### config.mk
export PLATFORM = sky130hd
export DESIGN_NAME = reg_file
export DESIGN_NICKNAME = d
export VERILOG_FILES = /design/src/logic/cpu_pkg.sv /design/src/logic/reg_file.sv
export VERILOG_INCLUDE_DIRS = /design/src /design/src/logic
export SDC_FILE = /design/constraint.sdc
export NUM_CORES = 2
export LEC_CHECK = 0
export BUFFER_PORTS_ARGS = -buffer_cell sky130_fd_sc_hd__buf_2
export CAP_MARGIN = 20
export CORE_MARGIN = 4
export CORE_UTILIZATION = 33
export CTS_BUF_LIST = sky130_fd_sc_hd__clkbuf_4 sky130_fd_sc_hd__clkbuf_8
export CTS_CLUSTER_DIAMETER = 150
export DETAILED_ROUTE_END_ITERATION = 8
export PLACE_DENSITY = 0.53
export SLEW_MARGIN = 20
export SYNTH_ARGS = -nofsm -noshare
export SYNTH_HDL_FRONTEND = slang
export SYNTH_SLANG_ARGS = --single-unit
### constraint.sdc
create_clock -name clk_cpu -period 1.9 [get_ports clk_cpu]
set_input_delay 0.095 -clock clk_cpu [delete_from_list [all_inputs] [get_ports clk_cpu]]
set_output_delay 0.095 -clock clk_cpu [all_outputs]
set_load 0.005 [all_outputs]
### src/logic/cpu_params.svh
`ifndef CPU_PARAMS_SVH
`define CPU_PARAMS_SVH

`define CPU_XLEN        32
`define CPU_REG_IDX_W   5
`define CPU_IMEM_DEPTH  256
`define CPU_IMEM_ADDR_W 8

// opcodes, instr[31:26]
`define OP_RTYPE 6'h00
`define OP_ADDI  6'h08
`define OP_LW    6'h23
`define OP_SW    6'h2b
`define OP_BEQ   6'h04
`define OP_BNE   6'h05

// funct, instr[5:0]
`define FN_ADD 6'h20
`define FN_SUB 6'h22
`define FN_AND 6'h24
`define FN_OR  6'h25
`define FN_SLT 6'h2a

`endif

### src/logic/cpu_pkg.sv
`include "cpu_params.svh"

package cpu_pkg;

    typedef logic [`CPU_XLEN-1:0] word_t;
    typedef logic [`CPU_REG_IDX_W-1:0] reg_idx_t;
    typedef logic [`CPU_IMEM_ADDR_W-1:0] imem_addr_t;

    typedef enum logic [2:0] {
        ALU_ADD,
        ALU_SUB,
        ALU_AND,
        ALU_OR,
        ALU_SLT
    } alu_op_t;

endpackage

### src/logic/reg_file.sv
`include "cpu_params.svh"

module reg_file import cpu_pkg::*; (
    input  logic     clk_cpu,
    input  logic     rst_n,
    input  reg_idx_t rd_idx_a,
    input  reg_idx_t rd_idx_b,
    input  logic     wb_we,
    input  reg_idx_t wb_idx,
    input  word_t    wb_data,
    output word_t    rd_data_a,
    output word_t    rd_data_b
);

    word_t regs [1 << `CPU_REG_IDX_W];

    always_ff @(posedge clk_cpu or negedge rst_n) begin
        if (!rst_n) begin
            for (int i = 0; i < (1 << `CPU_REG_IDX_W); i++) begin
                regs[i] <= '0;
            end
        end else if (wb_we && wb_idx != '0) begin
            regs[wb_idx] <= wb_data;
        end
    end

    // write-before-read, r0 always reads zero
    assign rd_data_a = (rd_idx_a == '0) ? '0 :
                       (wb_we && wb_idx == rd_idx_a) ? wb_data : regs[rd_idx_a];
    assign rd_data_b = (rd_idx_b == '0) ? '0 :
                       (wb_we && wb_idx == rd_idx_b) ? wb_data : regs[rd_idx_b];

endmodule

# ---- Word level (Yosys, flattened, before mapping)
# Cells that the tools add are included.
dict set report word_totals {
  ff_bits 1024
  inputBits 50
  out_inout_bits 64
}
dict set report classes {
  magnitude_cmp 4
  n_eq_ne 2
  n_mux 13
  bitwise 3
  n_reduce_logical 7
}
# cell count
set op_table {}
lappend op_table {{$bwmux W1024} 1}
lappend op_table {{$bmux W32 S5} 2}
lappend op_table {{$mux W32} 9}
lappend op_table {{$demux W32 S5} 1}
lappend op_table {{$ge A6 B6 Y1 const B} 3}
lappend op_table {{$not A5 Y6} 3}
lappend op_table {{$eq A5 B5 Y1} 2}
lappend op_table {{$logic_not A5 Y1} 2}
lappend op_table {{$lt A6 B1 Y1 const B} 1}
lappend op_table {{$reduce_bool A5 Y1} 1}
lappend op_table {{$logic_and A1 B1 Y1} 4}

# ---- Logic depth before layout (Yosys ltp)
dict set report logic_depth {
  depth_word 6
  ltp_mapped 10
  ltp_nobuf 5
}

# ---- Worst setup path before layout
# No wires, ideal clock.
dict set report synth_path {
  path_type {input-to-output}
  from {in rd_idx_b[0]}
  to {out rd_data_b[7]}
  t_arrival_ps 1878
  slack_ps -73
  path_stages 7
  n_path_buf 3
  path_cell_list {buf_4 > buf_2 > buf_2 > mux4_2 > a22oi_1 > nand2_1 > a221o_1}
}
dict set report synth_via {
  elab_chain_len 6
}
# item line_no
set synth_rtl {}
lappend synth_rtl {{from (decl)} reg_file.sv:7} ;# input reg_idx_t rd_idx_b,
lappend synth_rtl {{$not A5 Y6 (implied by the code)} reg_file.sv:31} ;# (wb_we && wb_idx == rd_idx_b) ? wb_data : regs[rd_idx_b];
lappend synth_rtl {{$bmux W32 S5} reg_file.sv:31}
lappend synth_rtl {{$mux W32 (implied by the code) (2 in series)} reg_file.sv:31}
lappend synth_rtl {{$mux W32} reg_file.sv:31}
lappend synth_rtl {{$mux W32 (*)} reg_file.sv:30} ;# assign rd_data_b = (rd_idx_b == '0) ? '0 :
lappend synth_rtl {{to (decl)} reg_file.sv:12} ;# output word_t rd_data_b
# Mark *: on every way between the ends. The rest lies on a longest branch, timed or not. The select of a mux whose other input is x is not followed.

# ---- Worst setup path in the final report
dict set report layout_path {
  from {reg regs[620] (netlist name)}
  to {out rd_data_a[12]}
}
dict set report layout_via {
  elab_chain_len 5
}
# item line_no
set layout_rtl {}
lappend layout_rtl {{from (decl)} reg_file.sv:15} ;# word_t regs [1 << `CPU_REG_IDX_W];
lappend layout_rtl {{from (signal, indexed assignment)} reg_file.sv:23} ;# regs[wb_idx] <= wb_data;
lappend layout_rtl {{$bmux W32 S5} reg_file.sv:29} ;# (wb_we && wb_idx == rd_idx_a) ? wb_data : regs[rd_idx_a];
lappend layout_rtl {{$mux W32 (implied by the code) (2 in series)} reg_file.sv:29}
lappend layout_rtl {{$mux W32} reg_file.sv:29}
lappend layout_rtl {{$mux W32} reg_file.sv:28} ;# assign rd_data_a = (rd_idx_a == '0) ? '0 :
lappend layout_rtl {{to (decl)} reg_file.sv:11} ;# output word_t rd_data_a,
# Every way passes these cells. The select of a mux whose other input is x is not followed.

==> impl_results.md <==
- TritonCTS Buffers: roughly 180
- Setup Skew: 0 ps
- Number of DRC markers in iteration 0: ~2800
- Most frequent cells in the layout: dfrtp_1, mux2_2, buf_4, mux4_2, clkbuf_8
- XOR/XNOR share of the synthesized area: less than 1%
- Row count: ~150
- EDFF count, synth: 0
- Final ANT Viol Nets: 0
- Initial cell density of the core: between 30% and 40%
- Ports: roughly 110
- Worst Hold Class: in2reg
- CP endpoint kind: primary output
- Die footprint: 0.172 mm^2
- Worst Path Arrival: 2820 ps
- Warnings from Yosys: 0
- Sink Count: around 1000
- Antenna violations before repair: 4
- Power Density: 982 mW/mm^2
- Metal3 WL: about 10000 um
- DRC violations left: 0
- Max reg flops: a little over 1000
- Largest registers: regs x1024
- Final Hold Viols: 0
- Yosys cell types: 53
- Main synth FF type: dfrtp_1
- Main combinational cell family by area after synthesis: multiplexers
- Status: finished with violations
- Design area: approximately 0.07 mm^2
- Mapped Cells: between 3000 and 4000
- Syn Area/Cell: 14.9 um^2
- Register with the most flip-flops: regs
- Synth Area in Compound Gates: 6.62%
- Worst-margin pin slew: around 960 ps
- Max Cap Viol: 0
- H-tree levels: 4
- RSZ-0062 raised after global routing: true
- Die Y: a little over 400 um
- Gr ovfl total: 0
- Mapped Nets: around 3700
- Number of global-route vias before repair: around 40000
- Gr usage total: 23.6%
- Largest net degree at the start of global routing: 107
- Fmax: roughly 340 MHz
- Clk Latency, worst-skew pair: 900 ps
- Setup CP Type: reg2out
- Die Width: approximately 410 um
- Slew Viols, Final: 0
- Power Total: roughly 70 mW
- Most common cell after layout, fill and taps aside: dfrtp_1
- Drt wl/cell: around 31 um
- Fin crit share: 154%
- Critical path fanouts, max: 2
- CTS tree: done
- Register area share after synthesis: 47.0%
- IO Port Bufs: ~110
- Post-synthesis adder-cell area fraction: 0%
- Core ar.: roughly 0.16 mm^2
- Seq cells post-synth: ~1000
- Drt first pass iters: 5
- Layout cells sized above 1: between 50% and 60%
- # setup viols final: 64
- Post-DP Area: ~0.063 mm^2
- Layout Nets: between 4000 and 5000
- WHS: between 100 and 150 ps
- Final WS setup: -1020 ps
- Mapped cell area: about 0.055 mm^2
- Final HPWL DP: about 130000 um
- Violations in the final reports: negative setup slack
- GP Congestion: about 0.83
- Layout area overhead: 26.8%
- Slew headroom: between 30% and 40%
- First-pass GRT wire length: roughly 300000 um
- Pre-CTS setup slack: -1000 ps
- Reg2Reg Setup Slack: 900 ps
- Top Metal Used: met4
- Root Driver: clkbuf_8
- Mux contribution to synthesized area: between 40% and 50%
- Clock transition at path regs: 60 ps
- Worst endpoint required time: 1800 ps
- Post-Route WL: slightly above 200000 um
- WL met1: between 80000 and 90000 um
- VDD IR-drop max: between 0.7 and 0.8 mV
- CTS max path bufs: 3
- Worst setup SP type: flip-flop
- Vias per cell: 5.73
- Simple-gate share of the synthesized area: less than 1%
- Fraction of registers with async set/reset: 100%
- Leak: slightly above 30 nW
- Crit path time final: a little under 3000 ps
- Routed wl met2: roughly 99000 um
- Via Count: ~38000
## metrics by stage
step | setup TNS, ps | util, % | instances
global route | -62990 | 42.3 | 6606
detailed placement | -118330 | 38.8 | 6221
CTS | -62840 | 42.2 | 6601
global placement | -121570 | 38.8 | 6221
finish | -55920 | 42.3 | 6608
floorplan | 0 | - | 3673
## final timing paths
kind                                          end  cells after the start                    from
hold / removal               regs[99]$_DFFE_PN0P_                      3              wb_data[3]
setup / recovery                    rd_data_a[12]                      7   regs[620]$_DFFE_PN0P_
hold reg to reg            regs[1006]$_DFFE_PN0P_                      0  regs[1006]$_DFFE_PN0P_
setup reg to reg            regs[588]$_DFFE_PN0P_                      3   regs[588]$_DFFE_PN0P_
max in group asynchronous   regs[926]$_DFFE_PN0P_                      6                   rst_n
min in group asynchronous   regs[589]$_DFFE_PN0P_                      4                   rst_n
## worst max-delay path, stage by stage, from the launching register on
cell	delay, ps
dfrtp_1	390
mux4_2	470
a22o_1	230
a2111oi_2	220
buf_4	180
a21oi_4	30
a22o_4	260
buf_6	120
## cells by family (layout without fill, tap and decap cells)
group                  count (synthesis)  in the layout
buffers and inverters                438           1194
AND/OR/NAND/NOR                      101            101
flip-flops                          1024           1024
multiplexers                        1634           1634
AO/OA/AOI/OAI                        466            466
other                                  0              4
XOR/XNOR                              10             10
## synth_stat cells (2+ instances only)
library cell | instances | area, um^2
and2_1 | 2 | 12.5
nand2b_1 | 3 | 18.8
a22o_1 | 71 | 622
nor2b_1 | 7 | 43.8
a32o_1 | 10 | 100
xnor2_1 | 8 | 70.1
buf_1 | 62 | 233
a2111oi_0 | 26 | 228
nand2_1 | 38 | 143
buf_2 | 88 | 440
a211oi_1 | 4 | 30.0
o21ai_0 | 10 | 50.1
nor3_1 | 2 | 10.0
a221oi_1 | 6 | 52.6
buf_6 | 15 | 169
mux2_1 | 97 | 1090
a21oi_1 | 84 | 420
a221o_1 | 12 | 120
xor2_1 | 2 | 17.5
o22a_1 | 6 | 52.6
nand3_1 | 2 | 10.0
a22oi_1 | 95 | 713
mux2i_1 | 227 | 2270
o211ai_1 | 17 | 128
mux4_2 | 412 | 9280
nand3b_1 | 7 | 52.6
mux2_2 | 898 | 10100
dfrtp_1 | 1024 | 25600
o221a_1 | 9 | 101
o22ai_1 | 44 | 275
nor3b_1 | 4 | 30.0
o21a_1 | 8 | 60.1
a2111oi_2 | 15 | 225
o221a_2 | 3 | 33.8
clkbuf_1 | 249 | 935
o221ai_1 | 43 | 377
and3b_1 | 2 | 17.5
nor2_1 | 24 | 90.1
buf_4 | 23 | 173
## cell type report
| cell class | count | area (um^2) |
|---|---|---|
| clock buffer | 295 | 3750 |
| clock inverter | 36 | 309 |
| inverter | 1 | 3.75 |
| tap | 2175 | 2720 |
| sequential | 1024 | 25600 |
| timing repair buffer | 862 | 8450 |
| multi-input combinational | 2211 | 28300 |
| fill | 14929 | 94300 |
| antenna | 4 | 10.0 |
## report_power, final
part / internal [mW] / switching (mW) / total, mW
Sequential: 26.0 / 2.93 / 28.9
Clock: 13.0 / 9.96 / 23.0
Combinational: 9.61 / 6.48 / 16.1
## metal layers
layer  up-vias  GRT usage, %
li1      15644             -
met1     20729          31.7
met2      1140          38.6
met3       366          3.80
met4         0          9.03
met5         -             0
## timing repair
item                                     CTS  global route
buffers inserted                          21             5
endpoints found under the hold margin   2016             0
hold buffers                              38             0
pin swaps                                143            43
endpoints found under the setup margin    64           164
resized for setup                        196            38
Note: power is estimated with default switching activity, not from simulation.
