`src/logic/cpu_params.svh`:
```
`ifndef CPU_PARAMS_SVH
`define CPU_PARAMS_SVH

`define CPU_XLEN        32
`define CPU_REG_IDX_W   5
`define CPU_IMEM_DEPTH  256
`define CPU_IMEM_ADDR_W 8

// opcodes, instr[31:26]
`define OP_RTYPE 6'h00
`define OP_ADDI  6'h08
`define OP_LW    6'h23
`define OP_SW    6'h2b
`define OP_BEQ   6'h04
`define OP_BNE   6'h05

// funct, instr[5:0]
`define FN_ADD 6'h20
`define FN_SUB 6'h22
`define FN_AND 6'h24
`define FN_OR  6'h25
`define FN_SLT 6'h2a

`endif

```
`src/logic/cpu_pkg.sv`:
```
`include "cpu_params.svh"

package cpu_pkg;

    typedef logic [`CPU_XLEN-1:0] word_t;
    typedef logic [`CPU_REG_IDX_W-1:0] reg_idx_t;
    typedef logic [`CPU_IMEM_ADDR_W-1:0] imem_addr_t;

    typedef enum logic [2:0] {
        ALU_ADD,
        ALU_SUB,
        ALU_AND,
        ALU_OR,
        ALU_SLT
    } alu_op_t;

endpackage

```
`src/logic/id_ex_if.sv`:
```
interface id_ex_if import cpu_pkg::*; ();

    logic     valid;
    alu_op_t  alu_op;
    word_t    operand_a;
    word_t    operand_b;
    word_t    store_data;
    // zero when the field is not a source
    reg_idx_t rs_idx;
    reg_idx_t rt_idx;
    reg_idx_t dest_idx;
    logic     reg_we;
    logic     mem_re;
    logic     mem_we;

    modport decode (
        output valid, alu_op, operand_a, operand_b, store_data,
        output rs_idx, rt_idx, dest_idx, reg_we, mem_re, mem_we
    );

    modport execute (
        input valid, alu_op, operand_a, operand_b, store_data,
        input rs_idx, rt_idx, dest_idx, reg_we, mem_re, mem_we
    );

endinterface

```
`src/logic/decode_stage.sv`:
```
`include "cpu_params.svh"

module decode_stage import cpu_pkg::*; (
    input  logic     clk_cpu,
    input  logic     rst_n,
    input  logic     run,
    input  logic     fd_valid,
    input  word_t    fd_pc,
    input  word_t    fd_instr,
    input  word_t    rd_data_a,
    input  word_t    rd_data_b,
    output reg_idx_t rd_idx_a,
    output reg_idx_t rd_idx_b,
    output logic     stall,
    output logic     redirect,
    output word_t    redirect_pc,
    id_ex_if.decode  id_ex
);

    logic [5:0] opcode;
    logic [5:0] funct;
    reg_idx_t   rs;
    reg_idx_t   rt;
    reg_idx_t   rd;
    word_t      imm_ext;
    alu_op_t    alu_op;
    reg_idx_t   dest;
    logic       use_rs;
    logic       use_rt;
    logic       use_imm;
    logic       wr_en;
    logic       ld_en;
    logic       st_en;
    logic       is_beq;
    logic       is_bne;
    logic       ex_hit;
    logic       mem_hit;
    logic       load_use;
    logic       branch_wait;
    logic       taken;
    logic       issue;
    // writer now in the memory stage, tracked one cycle behind id_ex
    logic       mem_wr_q;
    reg_idx_t   mem_dest_q;

    assign opcode  = fd_instr[31:26];
    assign rs      = fd_instr[25:21];
    assign rt      = fd_instr[20:16];
    assign rd      = fd_instr[15:11];
    assign funct   = fd_instr[5:0];
    assign imm_ext = {{16{fd_instr[15]}}, fd_instr[15:0]};

    assign rd_idx_a = rs;
    assign rd_idx_b = rt;

    always_comb begin
        alu_op  = ALU_ADD;
        dest    = rt;
        use_rs  = 1'b0;
        use_rt  = 1'b0;
        use_imm = 1'b0;
        wr_en   = 1'b0;
        ld_en   = 1'b0;
        st_en   = 1'b0;
        is_beq  = 1'b0;
        is_bne  = 1'b0;
        case (opcode)
            `OP_RTYPE: begin
                dest   = rd;
                use_rs = 1'b1;
                use_rt = 1'b1;
                wr_en  = 1'b1;
                case (funct)
                    `FN_ADD: alu_op = ALU_ADD;
                    `FN_SUB: alu_op = ALU_SUB;
                    `FN_AND: alu_op = ALU_AND;
                    `FN_OR:  alu_op = ALU_OR;
                    `FN_SLT: alu_op = ALU_SLT;
                    default: begin
                        use_rs = 1'b0;
                        use_rt = 1'b0;
                        wr_en  = 1'b0;
                    end
                endcase
            end
            `OP_ADDI: begin
                use_rs  = 1'b1;
                use_imm = 1'b1;
                wr_en   = 1'b1;
            end
            `OP_LW: begin
                use_rs  = 1'b1;
                use_imm = 1'b1;
                wr_en   = 1'b1;
                ld_en   = 1'b1;
            end
            `OP_SW: begin
                use_rs  = 1'b1;
                use_rt  = 1'b1;
                use_imm = 1'b1;
                st_en   = 1'b1;
            end
            `OP_BEQ: begin
                use_rs = 1'b1;
                use_rt = 1'b1;
                is_beq = 1'b1;
            end
            `OP_BNE: begin
                use_rs = 1'b1;
                use_rt = 1'b1;
                is_bne = 1'b1;
            end
            default: ;
        endcase
    end

    // destination match against the execute and memory stage writers
    assign ex_hit = id_ex.valid && id_ex.reg_we &&
                    ((use_rs && id_ex.dest_idx == rs) || (use_rt && id_ex.dest_idx == rt));
    assign mem_hit = mem_wr_q &&
                     ((use_rs && mem_dest_q == rs) || (use_rt && mem_dest_q == rt));

    assign load_use    = ex_hit && id_ex.mem_re;
    // branches compare in decode, so wait until the operand reaches writeback
    assign branch_wait = (is_beq || is_bne) && (ex_hit || mem_hit);

    assign stall = fd_valid && (load_use || branch_wait);

    assign taken       = (is_beq && rd_data_a == rd_data_b) ||
                         (is_bne && rd_data_a != rd_data_b);
    assign redirect    = fd_valid && !stall && taken;
    assign redirect_pc = fd_pc + word_t'(4) + {imm_ext[29:0], 2'b00};

    assign issue = run && fd_valid && !stall;

    always_ff @(posedge clk_cpu or negedge rst_n) begin
        if (!rst_n) begin
            id_ex.valid  <= 1'b0;
            id_ex.reg_we <= 1'b0;
            id_ex.mem_re <= 1'b0;
            id_ex.mem_we <= 1'b0;
            mem_wr_q     <= 1'b0;
        end else begin
            id_ex.valid  <= issue;
            id_ex.reg_we <= issue && wr_en && dest != '0;
            id_ex.mem_re <= issue && ld_en;
            id_ex.mem_we <= issue && st_en;
            mem_wr_q     <= run && id_ex.valid && id_ex.reg_we;
        end
    end

    always_ff @(posedge clk_cpu) begin
        id_ex.alu_op     <= alu_op;
        id_ex.operand_a  <= rd_data_a;
        id_ex.operand_b  <= use_imm ? imm_ext : rd_data_b;
        id_ex.store_data <= rd_data_b;
        id_ex.rs_idx     <= use_rs ? rs : '0;
        id_ex.rt_idx     <= use_rt ? rt : '0;
        id_ex.dest_idx   <= dest;
        mem_dest_q       <= id_ex.dest_idx;
    end

endmodule

```
`src/flat_wrapper.sv`:
```
// flat-port wrapper written by rule: the top's interface ports become plain ports
module decode_stage_flat import cpu_pkg::*;
  (clk_cpu, rst_n, run, fd_valid, fd_pc, fd_instr, rd_data_a, rd_data_b, rd_idx_a, rd_idx_b, stall, redirect, redirect_pc, id_ex_valid, id_ex_alu_op, id_ex_operand_a, id_ex_operand_b, id_ex_store_data, id_ex_rs_idx, id_ex_rt_idx, id_ex_dest_idx, id_ex_reg_we, id_ex_mem_re, id_ex_mem_we);
  id_ex_if id_ex_i ();
  input  logic clk_cpu;
  input  logic rst_n;
  input  logic run;
  input  logic fd_valid;
  input  word_t fd_pc;
  input  word_t fd_instr;
  input  word_t rd_data_a;
  input  word_t rd_data_b;
  output reg_idx_t rd_idx_a;
  output reg_idx_t rd_idx_b;
  output logic stall;
  output logic redirect;
  output word_t redirect_pc;
  output wire logic [$bits(id_ex_i.valid)-1:0] id_ex_valid;
  output wire logic [$bits(id_ex_i.alu_op)-1:0] id_ex_alu_op;
  output wire logic [$bits(id_ex_i.operand_a)-1:0] id_ex_operand_a;
  output wire logic [$bits(id_ex_i.operand_b)-1:0] id_ex_operand_b;
  output wire logic [$bits(id_ex_i.store_data)-1:0] id_ex_store_data;
  output wire logic [$bits(id_ex_i.rs_idx)-1:0] id_ex_rs_idx;
  output wire logic [$bits(id_ex_i.rt_idx)-1:0] id_ex_rt_idx;
  output wire logic [$bits(id_ex_i.dest_idx)-1:0] id_ex_dest_idx;
  output wire logic [$bits(id_ex_i.reg_we)-1:0] id_ex_reg_we;
  output wire logic [$bits(id_ex_i.mem_re)-1:0] id_ex_mem_re;
  output wire logic [$bits(id_ex_i.mem_we)-1:0] id_ex_mem_we;
  assign id_ex_valid = id_ex_i.valid;
  assign id_ex_alu_op = id_ex_i.alu_op;
  assign id_ex_operand_a = id_ex_i.operand_a;
  assign id_ex_operand_b = id_ex_i.operand_b;
  assign id_ex_store_data = id_ex_i.store_data;
  assign id_ex_rs_idx = id_ex_i.rs_idx;
  assign id_ex_rt_idx = id_ex_i.rt_idx;
  assign id_ex_dest_idx = id_ex_i.dest_idx;
  assign id_ex_reg_we = id_ex_i.reg_we;
  assign id_ex_mem_re = id_ex_i.mem_re;
  assign id_ex_mem_we = id_ex_i.mem_we;
  decode_stage u_core (.clk_cpu(clk_cpu), .rst_n(rst_n), .run(run), .fd_valid(fd_valid), .fd_pc(fd_pc), .fd_instr(fd_instr), .rd_data_a(rd_data_a), .rd_data_b(rd_data_b), .rd_idx_a(rd_idx_a), .rd_idx_b(rd_idx_b), .stall(stall), .redirect(redirect), .redirect_pc(redirect_pc), .id_ex(id_ex_i));
endmodule
```
`config.mk`:
```
export PLATFORM = sky130hd
export DESIGN_NAME = decode_stage_flat
export DESIGN_NICKNAME = d
export VERILOG_FILES = /design/src/logic/cpu_pkg.sv /design/src/logic/id_ex_if.sv /design/src/logic/decode_stage.sv /design/src/flat_wrapper.sv
export VERILOG_INCLUDE_DIRS = /design/src /design/src/logic
export SDC_FILE = /design/constraint.sdc
export NUM_CORES = 1
export LEC_CHECK = 0
export BUFFER_PORTS_ARGS = -buffer_cell sky130_fd_sc_hd__clkbuf_2
export CORE_UTILIZATION = 35
export DETAILED_ROUTE_END_ITERATION = 8
export SYNTH_ARGS = -nofsm -noshare
export SYNTH_HDL_FRONTEND = slang
export SYNTH_SLANG_ARGS = --single-unit
```
`constraint.sdc`:
```
create_clock -name clk_cpu -period 4.52 [get_ports clk_cpu]
set_input_delay 0 -clock clk_cpu [delete_from_list [all_inputs] [get_ports clk_cpu]]
set_output_delay 0 -clock clk_cpu [all_outputs]
set_load 0.02 [all_outputs]
```
# Word level (Yosys, flattened, before mapping)
# Cells that the tools add are included.
word_totals:
  n_memories: 0
  input_bits: 132
  mem_bits_ro: 0
  latchBits: 0
  ramBits: 0
  regBits: 124
classes:
  shifts: 0
  bitwise: 0
  mul: 0
  n_addsub: 2
  magnitude_cmp: 0
  n_mux: 12
  n_eq_ne: 16
  n_reduce_logical: 36
  div_mod_pow: 0
ops:
  columns: ["operator", "count"]
  rows:
  - ["6-bit == test (second input constant)", 7]
  - ["32-bit by 3-bit adder with 32-bit output (second input constant)", 1]
  - ["32-bit adder", 1]
  - ["32-bit == test", 1]
  - ["32-bit 2-to-1 mux", 1]
  - ["32-bit != test", 1]
  - ["1-bit logical AND", 22]
  - ["5-bit == test", 4]
  - ["6-bit by 3-bit == test with 1-bit output (second input constant)", 2]
  - ["3-bit one-hot mux with 4 select lines", 1]
  - ["5-bit OR reduction", 2]
  - ["6-bit by 4-bit == test with 1-bit output (second input constant)", 1]
  - ["6-bit logical NOT", 1]
  - ["1-bit logical OR", 6]
  - ["1-bit 2-to-1 mux", 6]
  - ["1-bit one-hot mux with 2 select lines", 3]
  - ["3-bit OR reduction", 2]
  - ["5-bit 2-to-1 mux", 1]
  - ["5-bit nonzero test", 1]
  - ["2-bit OR reduction", 1]
  - ["1-bit logical NOT", 1]

# Depth between registers and ports, before layout
depth:
  word_depth: 15
  depth_mapped: 13
  depth_no_buf: 13

# Least setup slack after synthesis
# Ideal clock, no wire load.
synth_path:
  path_type: "input to output"
  start: "input fd_pc[3]"
  end: "output redirect_pc[31]"
  slack_ns: 1.769
  arrival_ns: 2.751
  path_stages: 11
  required_time_ns: 4.520
  cell_sequence: "ha_1 > ha_1 > fa_1 > a211oi_2 > o21ai_2 > a2111oi_4 > nor3_2 > o31ai_2 > a21oi_2 > or4_1 > nand3_1"
synth_via:
  elab_chain_cells: 2
synth_rtl:
  columns: ["item", "line", "text"]
  rows:
  - ["start, declared", "flat_wrapper.sv:9", "input word_t fd_pc;"]
  - ["32-bit by 3-bit adder with 32-bit output", "decode_stage.sv:132", "assign redirect_pc = fd_pc + word_t'(4) + {imm_ext[29:0], 2'b00};"]
  - ["32-bit adder", "decode_stage.sv:132", null]
  - ["end, declared", "flat_wrapper.sv:17", "output word_t redirect_pc;"]
# Every way passes these cells.

# Worst setup path in the final report
layout_path:
  start: "input fd_instr[1]"
  end: "output redirect_pc[31]"
layout_via:
  elab_chain_cells: 1
layout_rtl:
  columns: ["item", "line", "text"]
  rows:
  - ["start, declared", "flat_wrapper.sv:10", "input word_t fd_instr;"]
  - ["32-bit adder", "decode_stage.sv:132", null]
# Every way passes these cells.

==> results.json <==
{
  "yosys_warnings": 0,
  "synth_cells": 548,
  "clock_path_buffers": 2,
  "io_buffers": 289,
  "p_switching_uw": 1046,
  "wl_per_cell_um": 15.50,
  "setup-tns-final_ps": 0,
  "crit_required_ps": 4520,
  "dieArea_sq_um": 16660,
  "max_freq_ghz": 0.2657,
  "synth_cell_types": 56,
  "synth-main-ff-cell": "dfxtp_1",
  "vias": 5360,
  "drive_above_1_share_pct": 36.91,
  "maxCapViolCount": 0,
  "synth-edff-count": 0,
  "crit_chain": "dlygate4sd3_1 -> clkbuf_2 -> ha_1 -> ha_1 -> fa_1 -> a211oi_2 -> o21ai_2 -> a2111oi_4 -> nor3_2 -> o31ai_2 -> a21oi_2 -> or4_1 -> nand3_1 -> clkbuf_2",
  "hpwl_um": 13750,
  "fin_hold_ws_ps": 0.008831,
  "vdd_drop_max_mv": 0.2406,
  "routed_wl_um": 18110,
  "period_share_pct": 83.27,
  "syn_nets": 738,
  "numCtsBuffers": 17,
  "synth_area_sq_um": 5653,
  "post_cts_buffers": 0,
  "num_rows": 46,
  "initial_core_util_pct": 35.72,
  "critPathMaxStageDelay_ps": 530,
  "fin_ws_ps": 756.1,
  "final-hold-violation-count": 0,
  "die_h_um": 129.1,
  "dp_slack_ps": 1324,
  "finalSetupViolations": 0,
  "grt_pass1_vias": 5146,
  "die_x_um": 129.1,
  "first_iter_violations": 226,
  "viasPerCell": 4.589,
  "maxSlewHeadroom_pct": 45.79,
  "ant_nets": 0,
  "syn_area_per_cell_sq_um": 10.32,
  "wl_met3_um": 862,
  "synthArstFlopShare_pct": 4.032,
  "critical_path.startpoint": "fd_instr[1]",
  "worstSetupPathType": "in -> out",
  "ys_seq_elements": 124,
  "intPower_uw": 2275,
  "clock_skew_ps": 2.882,
  "status": "finished clean",
  "fin_crit_ps": 3764,
  "grt.total_usage_pct": 21.53,
  "wl_met2_um": 8871,
  "gr-total-overflow": 0,
  "core_area_sq_um": 15830,
  "p_total_uw": 3321,
  "m1WireLength_um": 7947,
  "firstDrtPassIters": 7,
  "hold_class": "in -> out",
  "ys_seq_area_share_pct": 44.36,
  "tightest_slew_ps": 813.1,
  "powerDensity_nw_per_um2": 376.3,
  "antenna_found_initial": 0,
  "slew_viol_final": 0,
  "cts_sinks": 124,
  "cts_hold_buf": 99,
  "start_kind": "input pin",
  "clk_latency_ps": 410,
  "p_leak_uw": 0.004446,
  "post_cts_resized": 0,
  "num_io_pins": 294,
  "swShare_pct": 31.50,
  "endpoint_kind": "primary output",
  "drc": 0,
  "final_core_util_pct": 55.75,
  "finalNetCount": 1128,
  "power_frac_comb_pct": 25.9,
  "syn_to_final_growth_pct": 56.11,
  "rsz0062_at_grt": "false",
  "root_buffer": "clkbuf_16",
  "arrival_ps": 3760,
  "crit_path_max_fanout": 7,
  "worst_r2r_startpoint": "u_core.id_ex.dest_idx[3]",
  "clkPwrFrac_pct": 38.8,
  "grt_max_degree": 36,
  "power_frac_seq_pct": 35.3,
  "dr.max_layer_used": "met4",
  "holdCritStartpoint": "fd_pc[1]",
  "cp_slowest_cell": "dlygate4sd3_1",
  "cts_tree": "done",
  "htree_num_levels": 4,
  "gp_congestion": 0.8331,
  "grt_pass1_wl_um": 26970
}
flip-flops by register name, indices dropped and copies added, names as in the netlist, 3 cells and up:
signal                   cells
u_core.id_ex.store_data     32
u_core.id_ex.operand_b      32
u_core.id_ex.operand_a      32
u_core.id_ex.alu_op          3
u_core.mem_dest_q            5
u_core.id_ex.rs_idx          5
u_core.id_ex.rt_idx          5
u_core.id_ex.dest_idx        5
per-stage QoR:
stage,cell area (sq um),cells
6_report,8825,1168
5_1_grt,8822,1167
4_1_cts,8822,1167
3_5_place_dp,7264,1036
3_3_place_gp,7264,1036
2_1_floorplan,5653,548
critical path, delay by kind of cell:
kind | cells | cell delay, ps
AO/OA/AOI/OAI | 5 | 1320
adder cells (fa/ha/maj) | 3 | 970
buffers and inverters | 3 | 860
AND/OR/NAND/NOR | 3 | 630
metal layers:
| metal | global-route usage [%] | vias to the layer above |
|---|---|---|
| met2 | 36.41 | 177 |
| met5 | 0 | - |
| li1 | - | 2717 |
| met3 | 5.615 | 34 |
| met4 | 8.443 | 0 |
| met1 | 26.13 | 2432 |
area by class of cell:
| type | count | area [sq um] |
|---|---|---|
| Antenna cell | 1 | 2.502 |
| Tap cell | 216 | 270.3 |
| Inverter | 13 | 48.80 |
| Clock buffer | 18 | 429.2 |
| Fill cell | 1378 | 7003 |
| Multi-Input combinational cell | 393 | 2984 |
| Timing Repair Buffer | 389 | 2445 |
| Clock inverter | 14 | 137.6 |
| Sequential cell | 124 | 2507 |
power groups by stage:
| stage | clock network (uW) | logic [uW] | registers (uW) |
|---|---|---|---|
| after floorplan | 0 | 436 | 1270 |
| after global placement | 0 | 789 | 1200 |
| after detailed placement | 0 | 787 | 1200 |
| after CTS | 1310 | 860 | 1170 |
| after global routing | 1370 | 935 | 1180 |
| final | 1290 | 859 | 1170 |
cell usage after synthesis (all sizes together), types with 8 or more instances:
cell type,count,area (sq um)
buf,12,90.09
nor2,26,97.59
nor3,17,95.09
and2,8,50.05
nor2b,9,56.30
a21o,8,60.06
a21oi,23,118.9
xor2,48,420.4
dfxtp,119,2382
ha,57,713.2
nand2,47,176.4
mux2,19,214.0
xnor2,25,219.0
nand3,14,70.07
nor4,10,62.56
inv,13,48.80
o21ai,17,88.84
worst paths after layout:
check | endpoint | slack (ps) | depth (start not counted)
min in group asynchronous | u_core.id_ex.reg_we | 540 | 3
setup / recovery | redirect_pc[31] | 760 | 14
hold / removal | redirect_pc[1] | 0.009 | 0
max in group asynchronous | u_core.mem_wr_q | 3790 | 3
setup reg to reg | u_core.id_ex.mem_re | 2200 | 9
hold reg to reg | u_core.mem_dest_q[4] | 410 | 0
layout by cell type, fill, tap and decap left out, types with 4 or more instances in the layout:
| cell type | synthesis | routed |
|---|---|---|
| nor4_1 | 10 | 10 |
| and2_1 | 8 | 8 |
| dfrtp_1 | 5 | 5 |
| mux2_2 | 19 | 19 |
| o21bai_1 | 4 | 4 |
| xnor2_1 | 25 | 25 |
| o21ai_0 | 14 | 14 |
| nor2b_1 | 9 | 9 |
| a211oi_1 | 6 | 6 |
| nand2_1 | 47 | 47 |
| inv_6 | 0 | 4 |
| inv_1 | 13 | 13 |
| a21oi_1 | 22 | 22 |
| nand4_1 | 6 | 6 |
| o21a_1 | 6 | 6 |
| nor3_1 | 15 | 15 |
| dlygate4sd3_1 | 0 | 99 |
| a21o_1 | 8 | 8 |
| xor2_1 | 48 | 48 |
| and3_1 | 6 | 6 |
| nor2_1 | 26 | 26 |
| nand3_1 | 14 | 14 |
| clkbuf_16 | 0 | 17 |
| clkbuf_2 | 0 | 289 |
| dfxtp_1 | 119 | 119 |
| ha_1 | 57 | 57 |
| clkinvlp_4 | 0 | 4 |
cells by family (layout without fill, tap and decap cells):
logic type / Yosys count / count (layout) / synth area share [%]
AO/OA/AOI/OAI: 87 / 87 / 10.91
XOR/XNOR: 73 / 73 / 11.31
adder cells (fa/ha/maj): 58 / 58 / 12.97
buffers and inverters: 31 / 434 / 2.855
flip-flops: 124 / 124 / 44.36
multiplexers: 20 / 20 / 3.962
other: 0 / 1 / 0
AND/OR/NAND/NOR: 155 / 155 / 13.63
Note: power is estimated with default switching activity, not from simulation.
