==> src/logic/cpu_params.svh <==
`ifndef CPU_PARAMS_SVH
`define CPU_PARAMS_SVH

`define CPU_XLEN        32
`define CPU_REG_IDX_W   5
`define CPU_IMEM_DEPTH  256
`define CPU_IMEM_ADDR_W 8

// opcodes, instr[31:26]
`define OP_RTYPE 6'h00
`define OP_ADDI  6'h08
`define OP_LW    6'h23
`define OP_SW    6'h2b
`define OP_BEQ   6'h04
`define OP_BNE   6'h05

// funct, instr[5:0]
`define FN_ADD 6'h20
`define FN_SUB 6'h22
`define FN_AND 6'h24
`define FN_OR  6'h25
`define FN_SLT 6'h2a

`endif

==> src/logic/cpu_pkg.sv <==
`include "cpu_params.svh"

package cpu_pkg;

    typedef logic [`CPU_XLEN-1:0] word_t;
    typedef logic [`CPU_REG_IDX_W-1:0] reg_idx_t;
    typedef logic [`CPU_IMEM_ADDR_W-1:0] imem_addr_t;

    typedef enum logic [2:0] {
        ALU_ADD,
        ALU_SUB,
        ALU_AND,
        ALU_OR,
        ALU_SLT
    } alu_op_t;

endpackage

==> src/logic/id_ex_if.sv <==
interface id_ex_if import cpu_pkg::*; ();

    logic     valid;
    alu_op_t  alu_op;
    word_t    operand_a;
    word_t    operand_b;
    word_t    store_data;
    // zero when the field is not a source
    reg_idx_t rs_idx;
    reg_idx_t rt_idx;
    reg_idx_t dest_idx;
    logic     reg_we;
    logic     mem_re;
    logic     mem_we;

    modport decode (
        output valid, alu_op, operand_a, operand_b, store_data,
        output rs_idx, rt_idx, dest_idx, reg_we, mem_re, mem_we
    );

    modport execute (
        input valid, alu_op, operand_a, operand_b, store_data,
        input rs_idx, rt_idx, dest_idx, reg_we, mem_re, mem_we
    );

endinterface

==> src/logic/execute_stage.sv <==
module execute_stage import cpu_pkg::*; (
    input  logic      clk_cpu,
    input  logic      rst_n,
    input  logic      run,
    input  word_t     dmem_rdata,
    id_ex_if.execute  id_ex,
    output logic      wb_we,
    output reg_idx_t  wb_idx,
    output word_t     wb_data,
    output logic      dmem_we,
    output logic      dmem_re,
    output word_t     dmem_addr,
    output word_t     dmem_wdata
);

    word_t    op_a;
    word_t    op_b;
    word_t    st_data;
    word_t    alu_out;
    // execute/memory register
    logic     em_reg_we;
    logic     em_mem_re;
    logic     em_mem_we;
    reg_idx_t em_dest;
    word_t    em_result;
    word_t    em_store;
    // memory/writeback register
    logic     mw_reg_we;
    logic     mw_mem_re;
    reg_idx_t mw_dest;
    word_t    mw_result;

    // memory stage result is younger, so it wins over writeback
    function automatic word_t fwd(input reg_idx_t idx, input word_t base,
                                  input logic m_we, input reg_idx_t m_idx, input word_t m_val,
                                  input logic w_we, input reg_idx_t w_idx, input word_t w_val);
        if (m_we && m_idx == idx && idx != '0) begin
            return m_val;
        end
        if (w_we && w_idx == idx && idx != '0) begin
            return w_val;
        end
        return base;
    endfunction

    always_comb begin
        op_a    = fwd(id_ex.rs_idx, id_ex.operand_a, em_reg_we, em_dest, em_result,
                      wb_we, wb_idx, wb_data);
        st_data = fwd(id_ex.rt_idx, id_ex.store_data, em_reg_we, em_dest, em_result,
                      wb_we, wb_idx, wb_data);
        // stores carry the offset in operand_b, rt only feeds store data
        if (id_ex.mem_we) begin
            op_b = id_ex.operand_b;
        end else begin
            op_b = fwd(id_ex.rt_idx, id_ex.operand_b, em_reg_we, em_dest, em_result,
                       wb_we, wb_idx, wb_data);
        end
    end

    always_comb begin
        case (id_ex.alu_op)
            ALU_ADD: alu_out = op_a + op_b;
            ALU_SUB: alu_out = op_a - op_b;
            ALU_AND: alu_out = op_a & op_b;
            ALU_OR:  alu_out = op_a | op_b;
            ALU_SLT: alu_out = ($signed(op_a) < $signed(op_b)) ? word_t'(1) : '0;
            default: alu_out = '0;
        endcase
    end

    always_ff @(posedge clk_cpu or negedge rst_n) begin
        if (!rst_n) begin
            em_reg_we <= 1'b0;
            em_mem_re <= 1'b0;
            em_mem_we <= 1'b0;
            mw_reg_we <= 1'b0;
            mw_mem_re <= 1'b0;
        end else begin
            em_reg_we <= run && id_ex.valid && id_ex.reg_we;
            em_mem_re <= run && id_ex.valid && id_ex.mem_re;
            em_mem_we <= run && id_ex.valid && id_ex.mem_we;
            mw_reg_we <= run && em_reg_we;
            mw_mem_re <= run && em_mem_re;
        end
    end

    always_ff @(posedge clk_cpu) begin
        em_dest   <= id_ex.dest_idx;
        em_result <= alu_out;
        em_store  <= st_data;
        mw_dest   <= em_dest;
        mw_result <= em_result;
    end

    assign dmem_we    = em_mem_we;
    assign dmem_re    = em_mem_re;
    assign dmem_addr  = em_result;
    assign dmem_wdata = em_store;

    // load data arrives one cycle after dmem_re
    assign wb_we   = mw_reg_we;
    assign wb_idx  = mw_dest;
    assign wb_data = mw_mem_re ? dmem_rdata : mw_result;

endmodule

==> src/flat_wrapper.sv <==
// flat-port wrapper written by rule: the top's interface ports become plain ports
module execute_stage_flat import cpu_pkg::*;
  (clk_cpu, rst_n, run, dmem_rdata, wb_we, wb_idx, wb_data, dmem_we, dmem_re, dmem_addr, dmem_wdata, id_ex_valid, id_ex_alu_op, id_ex_operand_a, id_ex_operand_b, id_ex_store_data, id_ex_rs_idx, id_ex_rt_idx, id_ex_dest_idx, id_ex_reg_we, id_ex_mem_re, id_ex_mem_we);
  id_ex_if id_ex_i ();
  input  logic clk_cpu;
  input  logic rst_n;
  input  logic run;
  input  word_t dmem_rdata;
  output logic wb_we;
  output reg_idx_t wb_idx;
  output word_t wb_data;
  output logic dmem_we;
  output logic dmem_re;
  output word_t dmem_addr;
  output word_t dmem_wdata;
  input wire logic [$bits(id_ex_i.valid)-1:0] id_ex_valid;
  input wire logic [$bits(id_ex_i.alu_op)-1:0] id_ex_alu_op;
  input wire logic [$bits(id_ex_i.operand_a)-1:0] id_ex_operand_a;
  input wire logic [$bits(id_ex_i.operand_b)-1:0] id_ex_operand_b;
  input wire logic [$bits(id_ex_i.store_data)-1:0] id_ex_store_data;
  input wire logic [$bits(id_ex_i.rs_idx)-1:0] id_ex_rs_idx;
  input wire logic [$bits(id_ex_i.rt_idx)-1:0] id_ex_rt_idx;
  input wire logic [$bits(id_ex_i.dest_idx)-1:0] id_ex_dest_idx;
  input wire logic [$bits(id_ex_i.reg_we)-1:0] id_ex_reg_we;
  input wire logic [$bits(id_ex_i.mem_re)-1:0] id_ex_mem_re;
  input wire logic [$bits(id_ex_i.mem_we)-1:0] id_ex_mem_we;
  assign id_ex_i.valid = id_ex_valid;
  assign id_ex_i.alu_op = id_ex_alu_op;
  assign id_ex_i.operand_a = id_ex_operand_a;
  assign id_ex_i.operand_b = id_ex_operand_b;
  assign id_ex_i.store_data = id_ex_store_data;
  assign id_ex_i.rs_idx = id_ex_rs_idx;
  assign id_ex_i.rt_idx = id_ex_rt_idx;
  assign id_ex_i.dest_idx = id_ex_dest_idx;
  assign id_ex_i.reg_we = id_ex_reg_we;
  assign id_ex_i.mem_re = id_ex_mem_re;
  assign id_ex_i.mem_we = id_ex_mem_we;
  execute_stage u_core (.clk_cpu(clk_cpu), .rst_n(rst_n), .run(run), .dmem_rdata(dmem_rdata), .id_ex(id_ex_i), .wb_we(wb_we), .wb_idx(wb_idx), .wb_data(wb_data), .dmem_we(dmem_we), .dmem_re(dmem_re), .dmem_addr(dmem_addr), .dmem_wdata(dmem_wdata));
endmodule
==> config.mk <==
export PLATFORM = sky130hd
export DESIGN_NAME = execute_stage_flat
export DESIGN_NICKNAME = d
export VERILOG_FILES = /design/src/logic/cpu_pkg.sv /design/src/logic/id_ex_if.sv /design/src/logic/execute_stage.sv /design/src/flat_wrapper.sv
export VERILOG_INCLUDE_DIRS = /design/src /design/src/logic
export SDC_FILE = /design/constraint.sdc
export NUM_CORES = 1
export LEC_CHECK = 0
export ABC_AREA = 1
export BUFFER_PORTS_ARGS = -buffer_cell sky130_fd_sc_hd__buf_2
export CORE_ASPECT_RATIO = 0.9
export CORE_MARGIN = 5
export CORE_UTILIZATION = 40
export CTS_CLUSTER_DIAMETER = 200
export DETAILED_ROUTE_END_ITERATION = 6
export PLACE_DENSITY = 0.69
export SLEW_MARGIN = 20
export SYNTH_ARGS = -nofsm -noshare
export SYNTH_HDL_FRONTEND = slang
export SYNTH_SLANG_ARGS = --single-unit
export TNS_END_PERCENT = 5
==> constraint.sdc <==
create_clock -name clk_cpu -period 7.6 [get_ports clk_cpu]
set_input_delay 1.14 -clock clk_cpu [delete_from_list [all_inputs] [get_ports clk_cpu]]
set_output_delay 1.14 -clock clk_cpu [all_outputs]
set_load 0.1 [all_outputs]
### Word-level counts from Yosys, hierarchy flattened

Cells that the tools add are included.

* register bits: 111
* input port bits: 153
* output and inout bits: 104

* add/subtract/negate cells: 2
* $lt $le $gt $ge: 1
* equal/unequal tests: 8
* multiplexer cells: 23
* bitwise operators: 2
* reductions and logical operators: 17

Operator list (count)
* 32-bit 2-to-1 mux: 12
* 32-bit case mux with 5 select lines: 1
* 32-bit adder: 1
* 32-bit AND: 1
* 32-bit less-than comparator: 1
* 32-bit bitwise OR: 1
* 32-bit subtractor: 1
* 5-bit == test: 4
* 1-bit logical AND: 14
* 1-bit 2-to-1 mux: 10
* 5-bit nonzero test: 2
* 3-bit by 2-bit == test with 1-bit output, second input constant: 2
* 3-bit by 1-bit == test with 1-bit output, second input constant: 1
* 3-bit == test, second input constant: 1
* 3-bit zero test: 1

### Logic depth before layout (Yosys ltp)

Gate-level depths: netlist of the first run.

* depth after elaboration: 13
* depth in mapped cells: 24

### Worst setup path before layout of the first run

No wires, ideal clock.

* kind: input-to-reg
* start point: input port dmem_rdata[0]
* end point: register u_core.em_result[30], in the netlist u_core.dmem_addr[30]
* library setup time: 0.121 ns
* arrival time: 3.801 ns
* path slack: 3.678 ns
* cell stages on the path: 19
* cells stage by stage: inv_1 nand2_1 o21ai_0 inv_1 o211ai_2 a21oi_1 ha_1 inv_1 fa_1 nand3_1 nand2_1 nand2_1 nand2_1 nand2_1 nand3_1 nand2_1 nand3_1 nand3_1 nand3_1

* longest elaborated chain between the ends: 7
* elaborated cells on any way between the ends: 11

RTL lines
* start: declaration: line flat_wrapper.sv:8 `input word_t dmem_rdata;`
* 32-bit 2-to-1 mux (*): line execute_stage.sv:103 `assign wb_data = mw_mem_re ? dmem_rdata : mw_result;`
* net wb_data[0]: line flat_wrapper.sv:11 `output word_t wb_data;`
* 32-bit 2-to-1 mux: line execute_stage.sv:40 `if (w_we && w_idx == idx && idx != '0) begin`
* 32-bit 2-to-1 mux: line execute_stage.sv:43 `return base;`
* 32-bit 2-to-1 mux: line execute_stage.sv:40
* 32-bit 2-to-1 mux: line execute_stage.sv:52 `if (id_ex.mem_we) begin`
* 32-bit subtractor / 32-bit adder (equally long branches): line execute_stage.sv:63, execute_stage.sv:62
* 32-bit case mux with 5 select lines (*): line execute_stage.sv:61 `case (id_ex.alu_op)`
* net u_core.alu_out[30]: line execute_stage.sv:19 `word_t alu_out;`
* end signal: assignment: line execute_stage.sv:89 `em_result <= alu_out;`
* end: declaration: line execute_stage.sv:25 `word_t em_result;`

Mark *: on every way through the listed nets, which the timed path passes. The rest lies on a longest branch.

### Worst setup path in the final report of the first run

* start point: input port id_ex_rt_idx[1]
* end point: register u_core.em_result[15], in the netlist u_core.dmem_addr[15]

* longest elaborated chain between the ends: 11
* elaborated cells on any way between the ends: 21

RTL lines
* start: declaration: line flat_wrapper.sv:22 `input wire logic [$bits(id_ex_i.rt_idx)-1:0] id_ex_rt_idx;`
* 5-bit == test: line execute_stage.sv:40
* 1-bit logical AND (2 in a row): line execute_stage.sv:40
* 1-bit 2-to-1 mux (2 in a row): line execute_stage.sv:40
* 1-bit 2-to-1 mux: line execute_stage.sv:52
* 32-bit 2-to-1 mux: line execute_stage.sv:43
* 32-bit 2-to-1 mux (*): line execute_stage.sv:40
* 32-bit 2-to-1 mux (*): line execute_stage.sv:52
* 32-bit subtractor (tied with other cells): line execute_stage.sv:63 `ALU_SUB: alu_out = op_a - op_b;`
* 32-bit case mux with 5 select lines (*): line execute_stage.sv:61
* net u_core.alu_out[15]: line execute_stage.sv:19

Mark *: on every way through the listed nets, which the timed path passes. The rest lies on a longest branch. The select of a mux whose other input is x is not followed.

==> results.tsv, run 1 <==
metric	value	unit
Clk pwr share	21.4	%
# DRC	0	
Post-DP Area	13500	sq um
htree depth	3	
Die Area	33900	sq um
average wire per standard cell	19.7	um
cell area after layout	13800	sq um
kind of critical path	in2reg	
# setup viols final	0	
Root Buffer	clkbuf_16	
drt first pass iters	6	
CTS Buf Count	9	
core area	29900	sq um
hold_buf cts	0	
layout overhead on the synthesized area	14.3	%
Skew-Pair Late Insertion Delay	380	ps
min-delay worst type	reg2reg	
CP Cell Sequence	buf_2 > inv_1 > nand3b_1 > nor3_2 > nor3_1 > nand2_4 > buf_4 > o21ai_1 > inv_1 > a21oi_1 > ha_1 > a21oi_1 > o21ai_0 > a21oi_1 > nand2_1 > o21ai_0 > nand3_1	
drt total wl	51.3	mm
Leakage	7.89	nW
Post-Synth Adder-Cell Area	11.5	%
post-synth cell types	43	
slowest stage delay, CP	510	ps
post-synthesis sequential area ratio	18.6	%
IO Port Bufs	256	
logic gate share of total power	51.2	%
measured slew at the worst slew-check pin	1120	ps
switching power	0.00136	W
post-synth top area share	17.5	%
slowest cell on the critical path	nand2_4	
main flop type after synthesis	dfxtp_1	
Max Transition Viols Final	0	
TritonCTS Sinks	111	
Max Cap Viol	0	
Post-CTS Setup Bufs	0	
vias in the first global route	12700	
Starting Density	40.5	%
simple-gate share of the synthesized area	28.6	%
Row Count	60	
fin crit period	4900	ps
top cells by area, synth	dfxtp_1, nand2_1, ha_1, inv_1, o21ai_0	
DP Wirelength	42.7	mm
post_cts resized	0	
Worst Skew	22.4	ps
global-route wire length before repair	76.6	mm
vias per cell	5.34	
critical path's top delay family	compound AO/OA/AOI/OAI gates	
clock transition at the registers of the reported paths	100	ps
mux cell area share after synthesis	0	%
flops & latches, synth	111	
Multi-input gate area	8030	sq um
Internal	0.00119	W
startpoint types	input pin	
final setup margin	2700	ps
Syn Area/Cell	6.06	sq um
synth warn	0	
largest net degree at the start of global routing	68	
count leader, synth	nand2_1	
critical path capture point type	flip-flop	
Routability Congestion	1.04	
status	completed	
Async SR Flop Fraction	4.50	%
drt initial violations	1483	
CP Data Arrival Time	5150	ps
max_slew headroom	25.2	%
EDFF count, synth	0	
pwr/cell area	185	nW/um^2
Post-Synth XOR/XNOR Area	1.09	%
initial antenna violation count	4	
Max clock buf depth	2	
fmax	204	MHz
Die Ht	175	um
area leader, netlist	dfxtp_1	
via count	13900	
CTS tree	done	
Top cell by count, worst path	a21oi_1	
worst path required time	7850	ps
Sw Share	53.3	%
gr usage total	28.9	%
mapped cell area	12100	sq um
layout cells sized above 1	18.9	%
total I/O pin count	257	
Syn Nets	2261	
worst-path fanout max	67	
nets	2457	
Fill cells	3255	
top cells by count, synth	nand2_1, inv_1, o21ai_0	
final antenna-violating net count	0	
largest family of logic cells by synthesized area	simple AND/OR/NAND/NOR gates	
register area	2250	sq um
DP Worst Slack	2430	ps
period utilization	64.5	%
Buf/Inv on CP	4	
maximum VDD drop	108	uV
final hold vios	0	
part of the power in registers	27.4	%
final setup TNS	0	ps
RSZ-0062 raised after global routing	false	
DIE WIDTH	193	um
compound-gate portion of the synthesized area	24.8	%
grt ovf	0	
Syn Inst Count	1998	
-- routing by layer --
layer | vias to the layer above | GRT usage, % | routed length [um]
met5 | - | 0 | 0
met4 | 0 | 6.37 | 991
met3 | 56 | 7.94 | 5680
met2 | 692 | 42.6 | 21000
met1 | 6392 | 41.9 | 23700
li1 | 6778 | - | -
-- final timing paths --
check / to / depth (start not counted) / slack [ps] / from
min in group asynchronous: u_core.mw_mem_re / 1 / 570 / rst_n
min: u_core.wb_idx[1] / 0 / 390 / u_core.em_dest[1]
max reg2reg: u_core.dmem_addr[15] / 14 / 3260 / u_core.em_dest[0]
max: u_core.dmem_addr[15] / 17 / 2700 / id_ex_rt_idx[1]
max in group asynchronous: u_core.mw_mem_re / 1 / 6890 / rst_n
min reg2reg: u_core.wb_idx[1] / 0 / 390 / u_core.em_dest[1]
-- kinds of logic (layout without fill, tap and decap cells) --
logic type,after synthesis,count (layout)
compound gates,464,464
xor+xnor,15,15
fa+ha+maj,110,110
buf+inv,446,647
flops,111,111
other cells,0,5
simple gates,852,852
-- stage by stage --
stage          cells  total power [W]  hold WS, ps  utilization (%)
2_1_floorplan   1998          0.00164          351                -
3_3_place_gp    2586          0.00199          383             45.2
3_5_place_dp    2586          0.00199          381             45.2
4_1_cts         2602          0.00254          386             46.3
5_1_grt         2606          0.00268          380             46.3
6_report        2607          0.00256          389             46.3
-- worst reg2reg max path, delay by kind of cell (launching register included) --
family | cells | cell delay [ps]
buffers and inverters | 2 | 600
DFF | 1 | 340
and+or+nand+nor | 4 | 1110
AOI/OAI and AO/OA | 6 | 1620
adders and majority gates | 1 | 390
xor gates and xnor gates | 1 | 160
-- state kept, by name (all words and copies together), names as in the netlist --
name / cells
u_core.dmem_addr: 32
u_core.dmem_re: 1
u_core.dmem_wdata: 32
u_core.dmem_we: 1
u_core.em_dest: 5
u_core.em_reg_we: 1
u_core.mw_mem_re: 1
u_core.mw_result: 32
u_core.wb_idx: 5
u_core.wb_we: 1
-- placed cells by master, fill, tap and decap left out, types with 33 or more instances in the layout --
cell type / instances
a21oi_1: 123
buf_2: 256
dfxtp_1: 106
ha_1: 108
inv_1: 345
nand2_1: 524
nand3_1: 122
nor2_1: 160
o211ai_2: 60
o21ai_0: 178
o21ai_2: 33
-- power by group through the flow --
stage	Combinational (W)	Clock (W)	Sequential (W)
2_1_floorplan	0.000704	0	0.000935
3_3_place_gp	0.00128	0	0.000711
3_5_place_dp	0.00128	0	0.000712
4_1_cts	0.00129	0.000556	0.000698
5_1_grt	0.00140	0.000574	0.000705
6_report	0.00131	0.000548	0.000700
-- cell type report --
| cell class | count | area share, % |
|---|---|---|
| inverter | 366 | 9.93 |
| timing repair buffer | 265 | 9.75 |
| antenna | 5 | 0.0904 |
| sequential | 111 | 16.2 |
| clock buffer | 10 | 1.73 |
| multi-input combinational | 1441 | 58.0 |
| tap | 403 | 3.64 |
| clock inverter | 6 | 0.606 |
Power figures use the tool's default switching activity.
==> inputs of run 2 (changes only) <==
PLACE_DENSITY = 0.71   (was 0.69)
clock period = 4.5 ns   (was 7.6 ns; I/O delays follow)
==> run 2 against run 1 <==
Sequential cell count stayed put; register-to-register slack lost 2700 ps; global-route usage shrank 1.7 points; first-iteration DRC count about the same; cell count increased by 0.46%; clock-buffer cell count fell by 1; setup slack worse by 2200 ps; clock power rose by 71%; sequential power is 69% higher; power grew 69%; largest cell class unchanged.
==> results.tsv, run 2 (synthesized netlist as in run 1, its figures left out) <==
metric	value	unit
Post-CTS Setup Bufs	0	
max_slew headroom	32.1	%
global-route wire length before repair	73.8	mm
DIE WIDTH	193	um
fin crit period	3980	ps
Worst Skew	17.8	ps
kind of critical path	in2reg	
critical path capture point type	flip-flop	
final antenna-violating net count	0	
period utilization	88.5	%
CTS tree	done	
Max clock buf depth	2	
min-delay worst type	in2async	
pwr/cell area	307	nW/um^2
Root Buffer	clkbuf_16	
drt first pass iters	6	
via count	13800	
Leakage	8.01	nW
measured slew at the worst slew-check pin	1020	ps
core area	29900	sq um
Post-DP Area	13700	sq um
startpoint types	input pin	
cell area after layout	14000	sq um
post_cts resized	0	
status	completed	
commonest non-fill, non-tap cells in the layout	nand2_1, inv_1, buf_2, o21ai_0, nor2_1	
most common cell after layout, fill and taps aside	nand2_1	
final hold vios	0	
TritonCTS Sinks	111	
RSZ-0062 raised after global routing	false	
worst-path fanout max	38	
maximum VDD drop	173	uV
clock transition at the registers of the reported paths	80	ps
initial antenna violation count	0	
largest net degree at the start of global routing	62	
final setup TNS	0	ps
vias in the first global route	12800	
worst path required time	4720	ps
vias per cell	5.28	
flop-to-flop setup slack	530	ps
grt ovf	0	
htree depth	3	
Fill cells	3214	
nets	2474	
Skew-Pair Late Insertion Delay	380	ps
Die Area	33900	sq um
layout cells sized above 1	19.4	%
Die Ht	175	um
Worst Setup SP	id_ex_rt_idx[4]	
drt total wl	48.4	mm
Starting Density	40.5	%
IO Port Bufs	256	
Max Cap Viol	0	
Routability Congestion	1.09	
CTS Buf Count	9	
CP Data Arrival Time	4210	ps
ANT cells	0	
gr usage total	27.2	%
Row Count	60	
total I/O pin count	257	
average wire per standard cell	18.5	um
DP Wirelength	40.2	mm
# DRC	0	
Worst R2R Start	u_core.wb_idx[4]	
drt initial violations	1482	
fmax	251	MHz
# setup viols final	0	
hold_buf cts	0	
Max Transition Viols Final	0	
layout overhead on the synthesized area	15.9	%
## run 2: cell types whose count changed in the layout (fill, tap and decap cells not counted), moves of 2 or more
cell      before  now
diode_2        5    0
buf_12         0    6
clkinv_8       1    3
buf_4          9   20
## run 2: final cells by class
| class | instances | area, sq um | area share [%] |
|---|---|---|---|
| repair buffers | 282 | 1550 | 11.1 |
| clock inverters | 7 | 110 | 0.785 |
| well taps | 403 | 504 | 3.59 |
| multi-input cells | 1441 | 8020 | 57.1 |
| flip-flops and latches | 111 | 2250 | 16.0 |
| clock buffers | 9 | 225 | 1.61 |
| inverters | 366 | 1370 | 9.79 |
## run 2: metal layers
layer | track usage [%] | part of all wire [%] | routed length (um) | vias to the layer above
met4 | 6.28 | 1.9 | 914 | 0
met5 | 0 | 0 | 0 | -
met2 | 41.8 | 42 | 20400 | 745
met1 | 39.5 | 46 | 22000 | 6224
li1 | - | - | - | 6802
met3 | 5.13 | 10 | 5030 | 61
## run 2: final timing paths
path	cells past startpoint	to
min reg2reg	0	u_core.mw_result[1]
max in group asynchronous	1	u_core.mw_mem_re
min	1	u_core.dmem_re
min in group clk_cpu	0	u_core.mw_result[1]
max	18	u_core.dmem_addr[13]
max reg2reg	17	u_core.dmem_addr[13]
## run 2: where the power goes
part	switching (W)	internal (W)	leakage (nW)
clock network	0.000480	0.000459	0.162
registers	0.0000961	0.00108	0.954
logic	0.00171	0.000485	6.89
## run 2: critical path: stages
cell      delay, ps
buf_2           130
xnor2_1         150
nand3_1          90
nor3_1          330
nand2_4         380
nand2_1         190
o211ai_2        100
a21oi_1         350
ha_1            400
inv_1           120
nand2_1          80
nand2_1          90
inv_1            80
nand3_1         130
nand2_1         100
nand3_1         220
o21ai_0         360
nand3_1         170
## run 2: through the flow
stage          setup slack (ps)  cells  utilization [%]  power (W)  hold slack [ps]
2_1_floorplan               805   1998                -    0.00277              351
3_3_place_gp                347   2603             45.8    0.00334              356
3_5_place_dp                259   2603             45.8    0.00335              357
4_1_cts                     642   2619             47.0    0.00428             88.3
5_1_grt                     297   2619             47.0    0.00451             88.8
6_report                    517   2619             47.0    0.00431             98.2
